## src/rtl/branch_pred_pkg.sv

```systemverilog
package branch_pred_pkg;

    // width of the tag kept per target buffer entry
    // taken from the pc bits directly above the index
    localparam int unsigned BP_TAG_WIDTH = 16;

    typedef logic [BP_TAG_WIDTH-1:0] bp_tag_t;

    // two-bit saturating counter of the history table
    // 0 strongly not taken, 1 weakly not taken
    // 2 weakly taken, 3 strongly taken
    typedef logic [1:0] bp_counter_t;

    // saturation limits
    localparam bp_counter_t BP_COUNTER_MIN = 2'd0;
    localparam bp_counter_t BP_COUNTER_MAX = 2'd3;

    // after reset every branch is weakly not taken
    // so a single taken resolution flips the prediction
    localparam bp_counter_t BP_COUNTER_RESET = 2'd1;

endpackage

```

## src/rtl/riscv_isa_pkg.sv

```systemverilog
package riscv_isa_pkg;

    // data and address width of the core
    localparam int unsigned XLEN = 64;

    // every operand, pc and address in the branch path uses this width
    typedef logic [XLEN-1:0] xlen_t;

    // operator of the branch functional unit
    // the first six map onto the conditional branch funct3 cases
    // JUMP covers jal and jalr, which resolve as always taken
    typedef enum logic [2:0] {
        EQ,
        NE,
        LTS,
        GES,
        LTU,
        GEU,
        JUMP
    } branch_op_t;

    // mcause exception code field
    typedef logic [5:0] exc_cause_t;

    // raised when a control transfer lands on an odd byte address
    // bit 1 may be set since compressed instructions are halfword aligned
    localparam exc_cause_t INSTR_ADDR_MISALIGNED = 6'd0;

endpackage
```

## src/rtl/branch_unit.sv

```systemverilog
`timescale 1ns/1ps

module branch_unit #(
    parameter int unsigned NR_BTB_ENTRIES = 16,
    parameter int unsigned NR_BHT_ENTRIES = 64
) (
    input  logic                      clk_i,
    input  logic                      rst_i,
    // fetch side
    input  riscv_isa_pkg::xlen_t      fetch_pc_i,
    output logic                      predict_valid_o,
    output logic                      predict_taken_o,
    output riscv_isa_pkg::xlen_t      predict_address_o,
    // issue side
    input  riscv_isa_pkg::branch_op_t operator_i,
    input  riscv_isa_pkg::xlen_t      operand_a_i,
    input  riscv_isa_pkg::xlen_t      operand_b_i,
    input  riscv_isa_pkg::xlen_t      operand_c_i,
    input  riscv_isa_pkg::xlen_t      imm_i,
    input  riscv_isa_pkg::xlen_t      pc_i,
    input  logic                      is_compressed_i,
    input  logic                      fu_valid_i,
    input  logic                      valid_i,
    input  logic                      bp_valid_i,
    input  logic                      bp_taken_i,
    input  riscv_isa_pkg::xlen_t      bp_address_i,
    // resolution
    output logic                      res_valid_o,
    output riscv_isa_pkg::xlen_t      res_pc_o,
    output riscv_isa_pkg::xlen_t      res_target_o,
    output logic                      res_taken_o,
    output logic                      res_mispredict_o,
    output logic                      res_lower_16_o,
    output logic                      ex_valid_o,
    output riscv_isa_pkg::exc_cause_t ex_cause_o,
    output riscv_isa_pkg::xlen_t      ex_tval_o
);
    logic btb_hit;
    logic bht_taken;
    logic btb_update;
    logic btb_invalidate;
    logic bht_train;

    branch_engine u_branch_engine (
        .operator_i       (operator_i),
        .operand_a_i      (operand_a_i),
        .operand_b_i      (operand_b_i),
        .operand_c_i      (operand_c_i),
        .imm_i            (imm_i),
        .pc_i             (pc_i),
        .is_compressed_i  (is_compressed_i),
        .fu_valid_i       (fu_valid_i),
        .valid_i          (valid_i),
        .bp_valid_i       (bp_valid_i),
        .bp_taken_i       (bp_taken_i),
        .bp_address_i     (bp_address_i),
        .res_valid_o      (res_valid_o),
        .res_pc_o         (res_pc_o),
        .res_target_o     (res_target_o),
        .res_taken_o      (res_taken_o),
        .res_mispredict_o (res_mispredict_o),
        .res_lower_16_o   (res_lower_16_o),
        .ex_valid_o       (ex_valid_o),
        .ex_cause_o       (ex_cause_o),
        .ex_tval_o        (ex_tval_o)
    );

    // only taken, non-trapping branches allocate a target
    assign btb_update     = res_valid_o && res_taken_o && !ex_valid_o;
    // a non-branch that hit in the table drops that entry
    assign btb_invalidate = res_mispredict_o && !res_valid_o;
    // every non-trapping branch trains its counter
    assign bht_train      = res_valid_o && !ex_valid_o;

    btb #(
        .NR_BTB_ENTRIES (NR_BTB_ENTRIES)
    ) u_btb (
        .clk_i           (clk_i),
        .rst_i           (rst_i),
        .lookup_pc_i     (fetch_pc_i),
        .update_i        (btb_update),
        .update_pc_i     (res_pc_o),
        .update_target_i (res_target_o),
        .invalidate_i    (btb_invalidate),
        .hit_o           (btb_hit),
        .target_o        (predict_address_o)
    );

    bht #(
        .NR_BHT_ENTRIES (NR_BHT_ENTRIES)
    ) u_bht (
        .clk_i         (clk_i),
        .rst_i         (rst_i),
        .lookup_pc_i   (fetch_pc_i),
        .train_pc_i    (res_pc_o),
        .train_i       (bht_train),
        .train_taken_i (res_taken_o),
        .taken_o       (bht_taken)
    );

    // direction only counts when the target buffer knows this pc
    assign predict_valid_o = btb_hit;
    assign predict_taken_o = btb_hit && bht_taken;

endmodule

```

## src/rtl/bht.sv

```systemverilog
`timescale 1ns/1ps

module bht #(
    parameter int unsigned NR_BHT_ENTRIES = 64
) (
    input  logic                 clk_i,
    input  logic                 rst_i,
    // fetch side lookup
    input  riscv_isa_pkg::xlen_t lookup_pc_i,
    // training from the resolved branch
    input  riscv_isa_pkg::xlen_t train_pc_i,
    input  logic                 train_i,
    input  logic                 train_taken_i,
    output logic                 taken_o
);
    import riscv_isa_pkg::*;
    import branch_pred_pkg::*;

    localparam int unsigned IDX_W = $clog2(NR_BHT_ENTRIES);

    typedef logic [IDX_W-1:0] bht_idx_t;

    bp_counter_t counter_q [NR_BHT_ENTRIES];
    bp_counter_t counter_cur;
    bp_counter_t counter_next;

    bht_idx_t lookup_idx;
    bht_idx_t train_idx;

    // untagged, halfword granular index
    assign lookup_idx = lookup_pc_i[IDX_W:1];
    assign train_idx  = train_pc_i[IDX_W:1];

    // upper bit of the counter is the predicted direction
    assign taken_o = counter_q[lookup_idx][1];

    assign counter_cur = counter_q[train_idx];

    // saturating step toward the resolved outcome
    always_comb begin
        counter_next = counter_cur;
        if (train_taken_i) begin
            if (counter_cur != BP_COUNTER_MAX) begin
                counter_next = counter_cur + bp_counter_t'(1);
            end
        end else if (counter_cur != BP_COUNTER_MIN) begin
            counter_next = counter_cur - bp_counter_t'(1);
        end
    end

    always_ff @(posedge clk_i) begin
        if (rst_i) begin
            for (int unsigned i = 0; i < NR_BHT_ENTRIES; i++) begin
                counter_q[i] <= BP_COUNTER_RESET;
            end
        end else if (train_i) begin
            counter_q[train_idx] <= counter_next;
        end
    end

    // index math relies on a power-of-two entry count
    a_entries_pow2: assert property (@(posedge clk_i)
        NR_BHT_ENTRIES >= 2 && (NR_BHT_ENTRIES & (NR_BHT_ENTRIES - 1)) == 0)
        else $error("bht: NR_BHT_ENTRIES must be a power of two");

endmodule

```

## src/rtl/btb.sv

```systemverilog
`timescale 1ns/1ps

module btb #(
    parameter int unsigned NR_BTB_ENTRIES = 16
) (
    input  logic                 clk_i,
    input  logic                 rst_i,
    // fetch side lookup
    input  riscv_isa_pkg::xlen_t lookup_pc_i,
    // training from the resolved branch
    input  logic                 update_i,
    input  riscv_isa_pkg::xlen_t update_pc_i,
    input  riscv_isa_pkg::xlen_t update_target_i,
    // drops the entry at update_pc_i
    input  logic                 invalidate_i,
    output logic                 hit_o,
    output riscv_isa_pkg::xlen_t target_o
);
    import riscv_isa_pkg::*;
    import branch_pred_pkg::*;

    localparam int unsigned IDX_W = $clog2(NR_BTB_ENTRIES);

    typedef logic [IDX_W-1:0] btb_idx_t;

    // entry storage, only the valid bits are control state
    logic [NR_BTB_ENTRIES-1:0] valid_q;
    bp_tag_t                   tag_q    [NR_BTB_ENTRIES];
    xlen_t                     target_q [NR_BTB_ENTRIES];

    btb_idx_t lookup_idx;
    btb_idx_t update_idx;
    bp_tag_t  lookup_tag;
    bp_tag_t  update_tag;

    // index starts at bit 1, halfword granularity
    assign lookup_idx = lookup_pc_i[IDX_W:1];
    assign update_idx = update_pc_i[IDX_W:1];
    // tag sits right above the index
    assign lookup_tag = lookup_pc_i[IDX_W+BP_TAG_WIDTH:IDX_W+1];
    assign update_tag = update_pc_i[IDX_W+BP_TAG_WIDTH:IDX_W+1];

    // same-cycle lookup
    // a write in this cycle is seen from the next cycle on
    assign hit_o    = valid_q[lookup_idx] && (tag_q[lookup_idx] == lookup_tag);
    assign target_o = target_q[lookup_idx];

    always_ff @(posedge clk_i) begin
        if (rst_i) begin
            valid_q <= '0;
        end else if (update_i) begin
            valid_q[update_idx] <= 1'b1;
        end else if (invalidate_i) begin
            valid_q[update_idx] <= 1'b0;
        end
    end

    always_ff @(posedge clk_i) begin
        if (update_i) begin
            tag_q[update_idx]    <= update_tag;
            target_q[update_idx] <= update_target_i;
        end
    end

    // index math relies on a power-of-two entry count
    a_entries_pow2: assert property (@(posedge clk_i)
        NR_BTB_ENTRIES >= 2 && (NR_BTB_ENTRIES & (NR_BTB_ENTRIES - 1)) == 0)
        else $error("btb: NR_BTB_ENTRIES must be a power of two");

    // misaligned targets trap in execute and must never reach the table
    a_target_aligned: assert property (@(posedge clk_i) disable iff (rst_i)
        update_i |-> !update_target_i[0])
        else $error("btb: write of a misaligned target");

endmodule

```

## src/rtl/branch_engine.sv

```systemverilog
`timescale 1ns/1ps

module branch_engine (
    input  riscv_isa_pkg::branch_op_t operator_i,
    input  riscv_isa_pkg::xlen_t      operand_a_i,
    input  riscv_isa_pkg::xlen_t      operand_b_i,
    input  riscv_isa_pkg::xlen_t      operand_c_i,
    input  riscv_isa_pkg::xlen_t      imm_i,
    input  riscv_isa_pkg::xlen_t      pc_i,
    input  logic                      is_compressed_i,
    // some functional unit issues this cycle
    input  logic                      fu_valid_i,
    // the issued instruction is a branch or jump
    input  logic                      valid_i,
    // prediction that travelled down the pipe with the instruction
    input  logic                      bp_valid_i,
    input  logic                      bp_taken_i,
    input  riscv_isa_pkg::xlen_t      bp_address_i,
    output logic                      res_valid_o,
    output riscv_isa_pkg::xlen_t      res_pc_o,
    output riscv_isa_pkg::xlen_t      res_target_o,
    output logic                      res_taken_o,
    output logic                      res_mispredict_o,
    output logic                      res_lower_16_o,
    output logic                      ex_valid_o,
    output riscv_isa_pkg::exc_cause_t ex_cause_o,
    output riscv_isa_pkg::xlen_t      ex_tval_o
);
    import riscv_isa_pkg::*;

    xlen_t          target_address;
    xlen_t          next_pc;
    logic           sgn;
    logic [XLEN:0]  ext_a;
    logic [XLEN:0]  ext_b;
    logic           less_than;
    logic           taken;

    // one compare path for signed and unsigned operators
    // the extra top bit carries the sign, cleared for LTU and GEU
    assign sgn   = !(operator_i inside {LTU, GEU});
    assign ext_a = {sgn & operand_a_i[XLEN-1], operand_a_i};
    assign ext_b = {sgn & operand_b_i[XLEN-1], operand_b_i};

    assign less_than = $signed(ext_a) < $signed(ext_b);

    always_comb begin
        // jumps fall into the default and are always taken
        case (operator_i)
            EQ:       taken = operand_a_i == operand_b_i;
            NE:       taken = operand_a_i != operand_b_i;
            LTS, LTU: taken = less_than;
            GES, GEU: taken = !less_than;
            default:  taken = 1'b1;
        endcase
    end

    // branch target, base register or pc plus immediate
    assign target_address = operand_c_i + imm_i;

    // fall-through depends on the instruction length
    assign next_pc = pc_i + (is_compressed_i ? xlen_t'(2) : xlen_t'(4));

    // slot pc for the prediction tables
    // an uncompressed branch that starts in the upper halfword spans two
    // fetch words, so its prediction sits on the following word
    // fetch then sees it on the word that completes the instruction
    assign res_pc_o = (is_compressed_i || !pc_i[1]) ? pc_i
                                                    : {pc_i[XLEN-1:2], 2'b00} + xlen_t'(4);

    // compressed in the low halfword, or uncompressed wrapping from the upper one
    assign res_lower_16_o = (is_compressed_i && !pc_i[1]) || (!is_compressed_i && pc_i[1]);

    assign res_valid_o = valid_i;
    assign res_taken_o = taken;

    always_comb begin
        res_mispredict_o = 1'b0;
        // taken goes to the target, not taken to the next instruction
        res_target_o     = taken ? target_address : next_pc;
        if (valid_i) begin
            // a misaligned target traps instead, no redirect from here
            if (!target_address[0]) begin
                // wrong address, wrong direction, or the branch was never predicted
                if (target_address != bp_address_i || bp_taken_i != taken || !bp_valid_i) begin
                    res_mispredict_o = 1'b1;
                end
            end
        end else if (fu_valid_i && bp_valid_i) begin
            // fetch thought this was a branch but it is not
            // redirect back onto the sequential path
            res_mispredict_o = 1'b1;
            res_target_o     = next_pc;
        end
    end

    // only a real branch may trap, tval reports the branch pc
    assign ex_valid_o = valid_i && target_address[0];
    assign ex_cause_o = INSTR_ADDR_MISALIGNED;
    assign ex_tval_o  = pc_i;

    // a trapping branch must never also redirect fetch
    always_comb begin
        assert final (!(ex_valid_o && res_mispredict_o))
            else $error("branch_engine: exception and mispredict raised together");
    end

endmodule

```

## config.mk

```make
export PLATFORM = sky130hd
export DESIGN_NAME = branch_unit
export DESIGN_NICKNAME = d
export VERILOG_FILES = /design/src/rtl/branch_pred_pkg.sv /design/src/rtl/riscv_isa_pkg.sv /design/src/rtl/branch_unit.sv /design/src/rtl/bht.sv /design/src/rtl/btb.sv /design/src/rtl/branch_engine.sv
export SDC_FILE = /design/constraint.sdc
export NUM_CORES = 2
export LEC_CHECK = 0
export ABC_AREA = 1
export BUFFER_PORTS_ARGS = -buffer_cell sky130_fd_sc_hd__buf_2
export CORE_UTILIZATION = 30
export CTS_CLUSTER_SIZE = 28
export DETAILED_ROUTE_END_ITERATION = 16
export PLACE_DENSITY_LB_ADDON = 0.12
export SLEW_MARGIN = 0
export SYNTH_ARGS = -nofsm -noshare
export SYNTH_HDL_FRONTEND = slang
export SYNTH_HIERARCHICAL = 1
export SYNTH_SLANG_ARGS = --single-unit
```

## constraint.sdc

```tcl
create_clock -name clk_i -period 8.7 [get_ports clk_i]
set_clock_uncertainty 0.05 [all_clocks]
set_input_delay 0 -clock clk_i [delete_from_list [all_inputs] [get_ports clk_i]]
set_output_delay 0 -clock clk_i [all_outputs]
set_load 0.02 [all_outputs]
```

==> implementation parameters <==
Parameter                              Value

Routing
  DRC ... 0
  Via density per instance ... 5.05
  Antenna viol nets, final ... 0
  Via Count ... 58321
  Detailed-router iteration count before antenna repair ... 5
  Wirelength, routed ... 303000 um
  Per-cell routed wire length ... 26.2 um
  DRC marker count from the first detailed-route iteration ... 4714

Placement
  Total of buffers placed on input and output ports ... 676
  Cells after DPL ... 11218
  DP Worst Slack ... 3.07 ns
  DPL Wire Length ... 200000 um
  RePlAce Congestion ... 0.979

Power
  Pint ... 12300 uW
  Share of total power in combinational logic ... 17.2%
  Net load switching power ... 5150 uW
  Ratio of total power to cell area ... 206 mW/mm^2
  Worst supply voltage drop on vdd ... 0.215 mV
  Portion of total power attributed to the clock network ... 37.2%
  Leakage power ... 0.0327 uW
  Seq pwr share ... 45.6%
  Total power ... 17500 uW
  Switching power as a share of total power ... 29.5%

GRT
  GRT Total Usage ... 24.1%
  Total overflow reported by the global router ... 0
  Vias in the first global route ... 55998
  Antenna violations before repair ... 49
  First-pass GRT wire length ... 419000 um
  Maximum number of pins on one net before global-route repair ... 225

Critical path
  Arrival @ worst endpoint ... 5.45 ns
  Start-to-end type of the worst setup path ... input port to output pin
  Data required time of the worst path ... 8.65 ns
  Crit. End Element ... output pin
  Highest fanout seen on the critical path ... 40
  Worst Setup Start Kind ... input port
  Cell count of the worst reg-to-reg path ... 11

Timing
  Period minus WS final ... 5.50 ns
  Max Freq ... 0.182 GHz
  Final WS setup ... 3.20 ns
  Number of setup violations in the final report ... 0
  Setup repair after global routing missed its margin ... no
  Slew Limit Fails ... 0
  Share of the clock period used by the worst path ... 63.2%
  Max-Slew Margin vs Limit ... 16.6%
  Hold violation count in the final report ... 0
  Final-layout setup total negative slack ... 0 ns
  Slew at the pin closest to its max-slew limit ... 1.25 ns

Finish
  Post-synthesis to final-layout area growth ... 16.1%
  Leading cell types in the layout, fill and taps excluded ... nand2_1 (1607), edfxtp_1 (1408), nor2_1 (1051)
  Fraction of layout instances using a drive strength above 1 ... 14.2%
  Fill cells ... 24687
  Layout net count ... 8811
  Final Non-Filler Cells ... 11554
  Post-Route Utilization ... 35.1%
  Most common library cell in the layout ignoring fill and taps ... nand2_1

Yosys
  Number of enable-type register cells in the synthesized netlist ... 1408
  Mean post-synth cell area ... 9.48 um^2
  Post-synthesis sequential area ratio ... 58.4%
  Distinct cell type count of the synthesized netlist ... 56
  Number of instances in the synthesized netlist ... 7691
  Top FF cell, synth ... edfxtp_1
  Synth warn ... 6
  Number of synthesized register bits ... 1424
  Combined area of all synthesized cells ... 0.0729 mm^2
  Async set-reset flop share out of synthesis ... 0%

Clock tree
  Clk buf depth ... 3
  Later-pin clock latency in the skew report ... 0.82 ns
  # resized after CTS ... 0
  TritonCTS clock tree ... built
  Clock sinks ... 1424
  Clock root buffer master ... clkbuf_16
  Clock edge transition at the registers on the reported setup and hold paths ... 0.06 ns
  Num CTS Buffers ... 160
  CTS H-tree lvls ... 4

Floorplanning
  Floorplan die width ... 495 um
  Starting density of the core ... 30.2%
  Vert. Die Dim ... 495 um
  Number of primary I/O pins ... 727
  Die ar. ... 0.245 mm^2
  Number of placement rows ... 180
  Placeable core region ... 0.241 mm^2

Min path
  Hold Path Cell Cnt ... 4
  Worst min-delay path class ... input port to flop

Flow run
  Max cap viols ... 0

Outcome
  Run status ... finished clean
[worst max-delay path, cell delays in order]
cell      delay, ns
buf_2          0.11
ha_1           0.35
nand2_1        0.09
nor2_1         0.18
nand4_1        0.14
nor3_1         0.44
and2_1         0.20
nand2_1        0.07
nand3_1        0.06
nand2_1        0.05
nand3_1        0.10
nand2_2        0.31
nand2_2        0.14
buf_4          0.45
clkinv_2       0.73
buf_4          0.56
o21ai_2        1.02
buf_2          0.34
[flip-flops by register name, summed over array words and instances, names as in the netlist, named ones only]
register,count
u_bht/counter_q,128
u_btb/target_q,1024
u_btb/tag_q,256
[synthesized netlist by cell type (3+ instances only)]
library cell | n | area (um^2)
o22ai_1 | 47 | 294
a21oi_1 | 105 | 526
buf_2 | 79 | 395
nand2_1 | 1608 | 6040
nor2_1 | 1068 | 4010
nor2_4 | 6 | 67.6
or2_0 | 3 | 18.8
ha_1 | 131 | 1640
and2_1 | 6 | 37.5
o21a_1 | 3 | 22.5
o31ai_1 | 6 | 45.0
nand3b_1 | 19 | 143
a21oi_2 | 4 | 35.0
xnor3_1 | 3 | 67.6
xor2_1 | 117 | 1020
nand3_1 | 544 | 2720
clkbuf_1 | 187 | 702
buf_1 | 14 | 52.6
o2bb2ai_1 | 3 | 26.3
dfxtp_1 | 16 | 320
a31oi_1 | 9 | 56.3
inv_2 | 28 | 105
xnor2_1 | 20 | 175
clkinv_1 | 5 | 18.8
inv_1 | 870 | 3270
nand2_2 | 38 | 238
nor2_2 | 31 | 194
nand3_2 | 13 | 130
o21ai_1 | 27 | 135
nor4_1 | 33 | 206
o211ai_1 | 87 | 653
o221ai_1 | 219 | 1920
edfxtp_1 | 1408 | 42300
o21ai_0 | 655 | 3280
nor3_2 | 12 | 120
buf_4 | 115 | 863
a21o_1 | 5 | 37.5
buf_6 | 21 | 236
nand4_1 | 57 | 357
o21bai_1 | 4 | 30.0
nor3_1 | 44 | 220
[layer usage]
metal	track usage [%]	wire length, um	vias up
met3	3.59	16900	392
met5	0	77	-
li1	-	-	27238
met4	9.71	12400	12
met1	31.8	132000	28750
met2	39.6	141000	1929
[path summary, 6_finish.rpt]
path | start | endpoint | slack, ns
setup / recovery | operand_a_i[40] | res_target_o[52] | 3.20
hold / removal | pc_i[44] | u_btb/target_q[1][44] | 0.07
setup reg to reg | u_bht/counter_q[31][1] | u_bht/counter_q[23][1] | 5.24
hold reg to reg | flop | flop | 0.42
[layout make-up]
type	count	area, um^2	share of cell area (%)
Clock inverter	81	716	0.845
Sequential cell	1424	42600	50.3
Clock buffer	204	4250	5.02
Tap cell	3185	3990	4.71
Multi-Input combinational cell	4951	25200	29.7
Inverter	904	3430	4.05
Antenna cell	26	65.1	0.0768
Timing Repair Buffer	779	4470	5.28
[through the flow]
| step | hold WS [ns] | instance area, um^2 |
|---|---|---|
| 2_1_floorplan | 0.0626 | 72900 |
| 3_3_place_gp | 0.192 | 79400 |
| 3_5_place_dp | 0.189 | 79400 |
| 4_1_cts | 0.000820 | 84600 |
| 5_1_grt | 0.0430 | 84600 |
| 6_report | 0.0650 | 84700 |
[power groups by stage]
stage,clock network (uW),registers (uW),logic [uW]
after detailed placement,0,8110,3000
after global placement,0,8110,2980
after CTS,6640,7970,3020
final,6480,7970,3000
after global routing,6880,7980,3230
after floorplan,0,8120,1620
[cell families after synthesis]
| logic type | share of synthesized area [%] |
|---|---|
| compound gates | 9.69 |
| xor+xnor | 1.79 |
| fa+ha+maj | 2.30 |
| buf+inv | 7.75 |
| flops | 58.4 |
| mux | 0.0154 |
| other cells | 0.00514 |
| simple gates | 20.0 |
[repair_timing]
action	4_1_cts	5_1_grt
endpoints found under the hold margin	348	0
buffers inserted	0	0
endpoints found under the setup margin	0	0
hold buffers	25	0
Power figures use the tool's default switching activity.
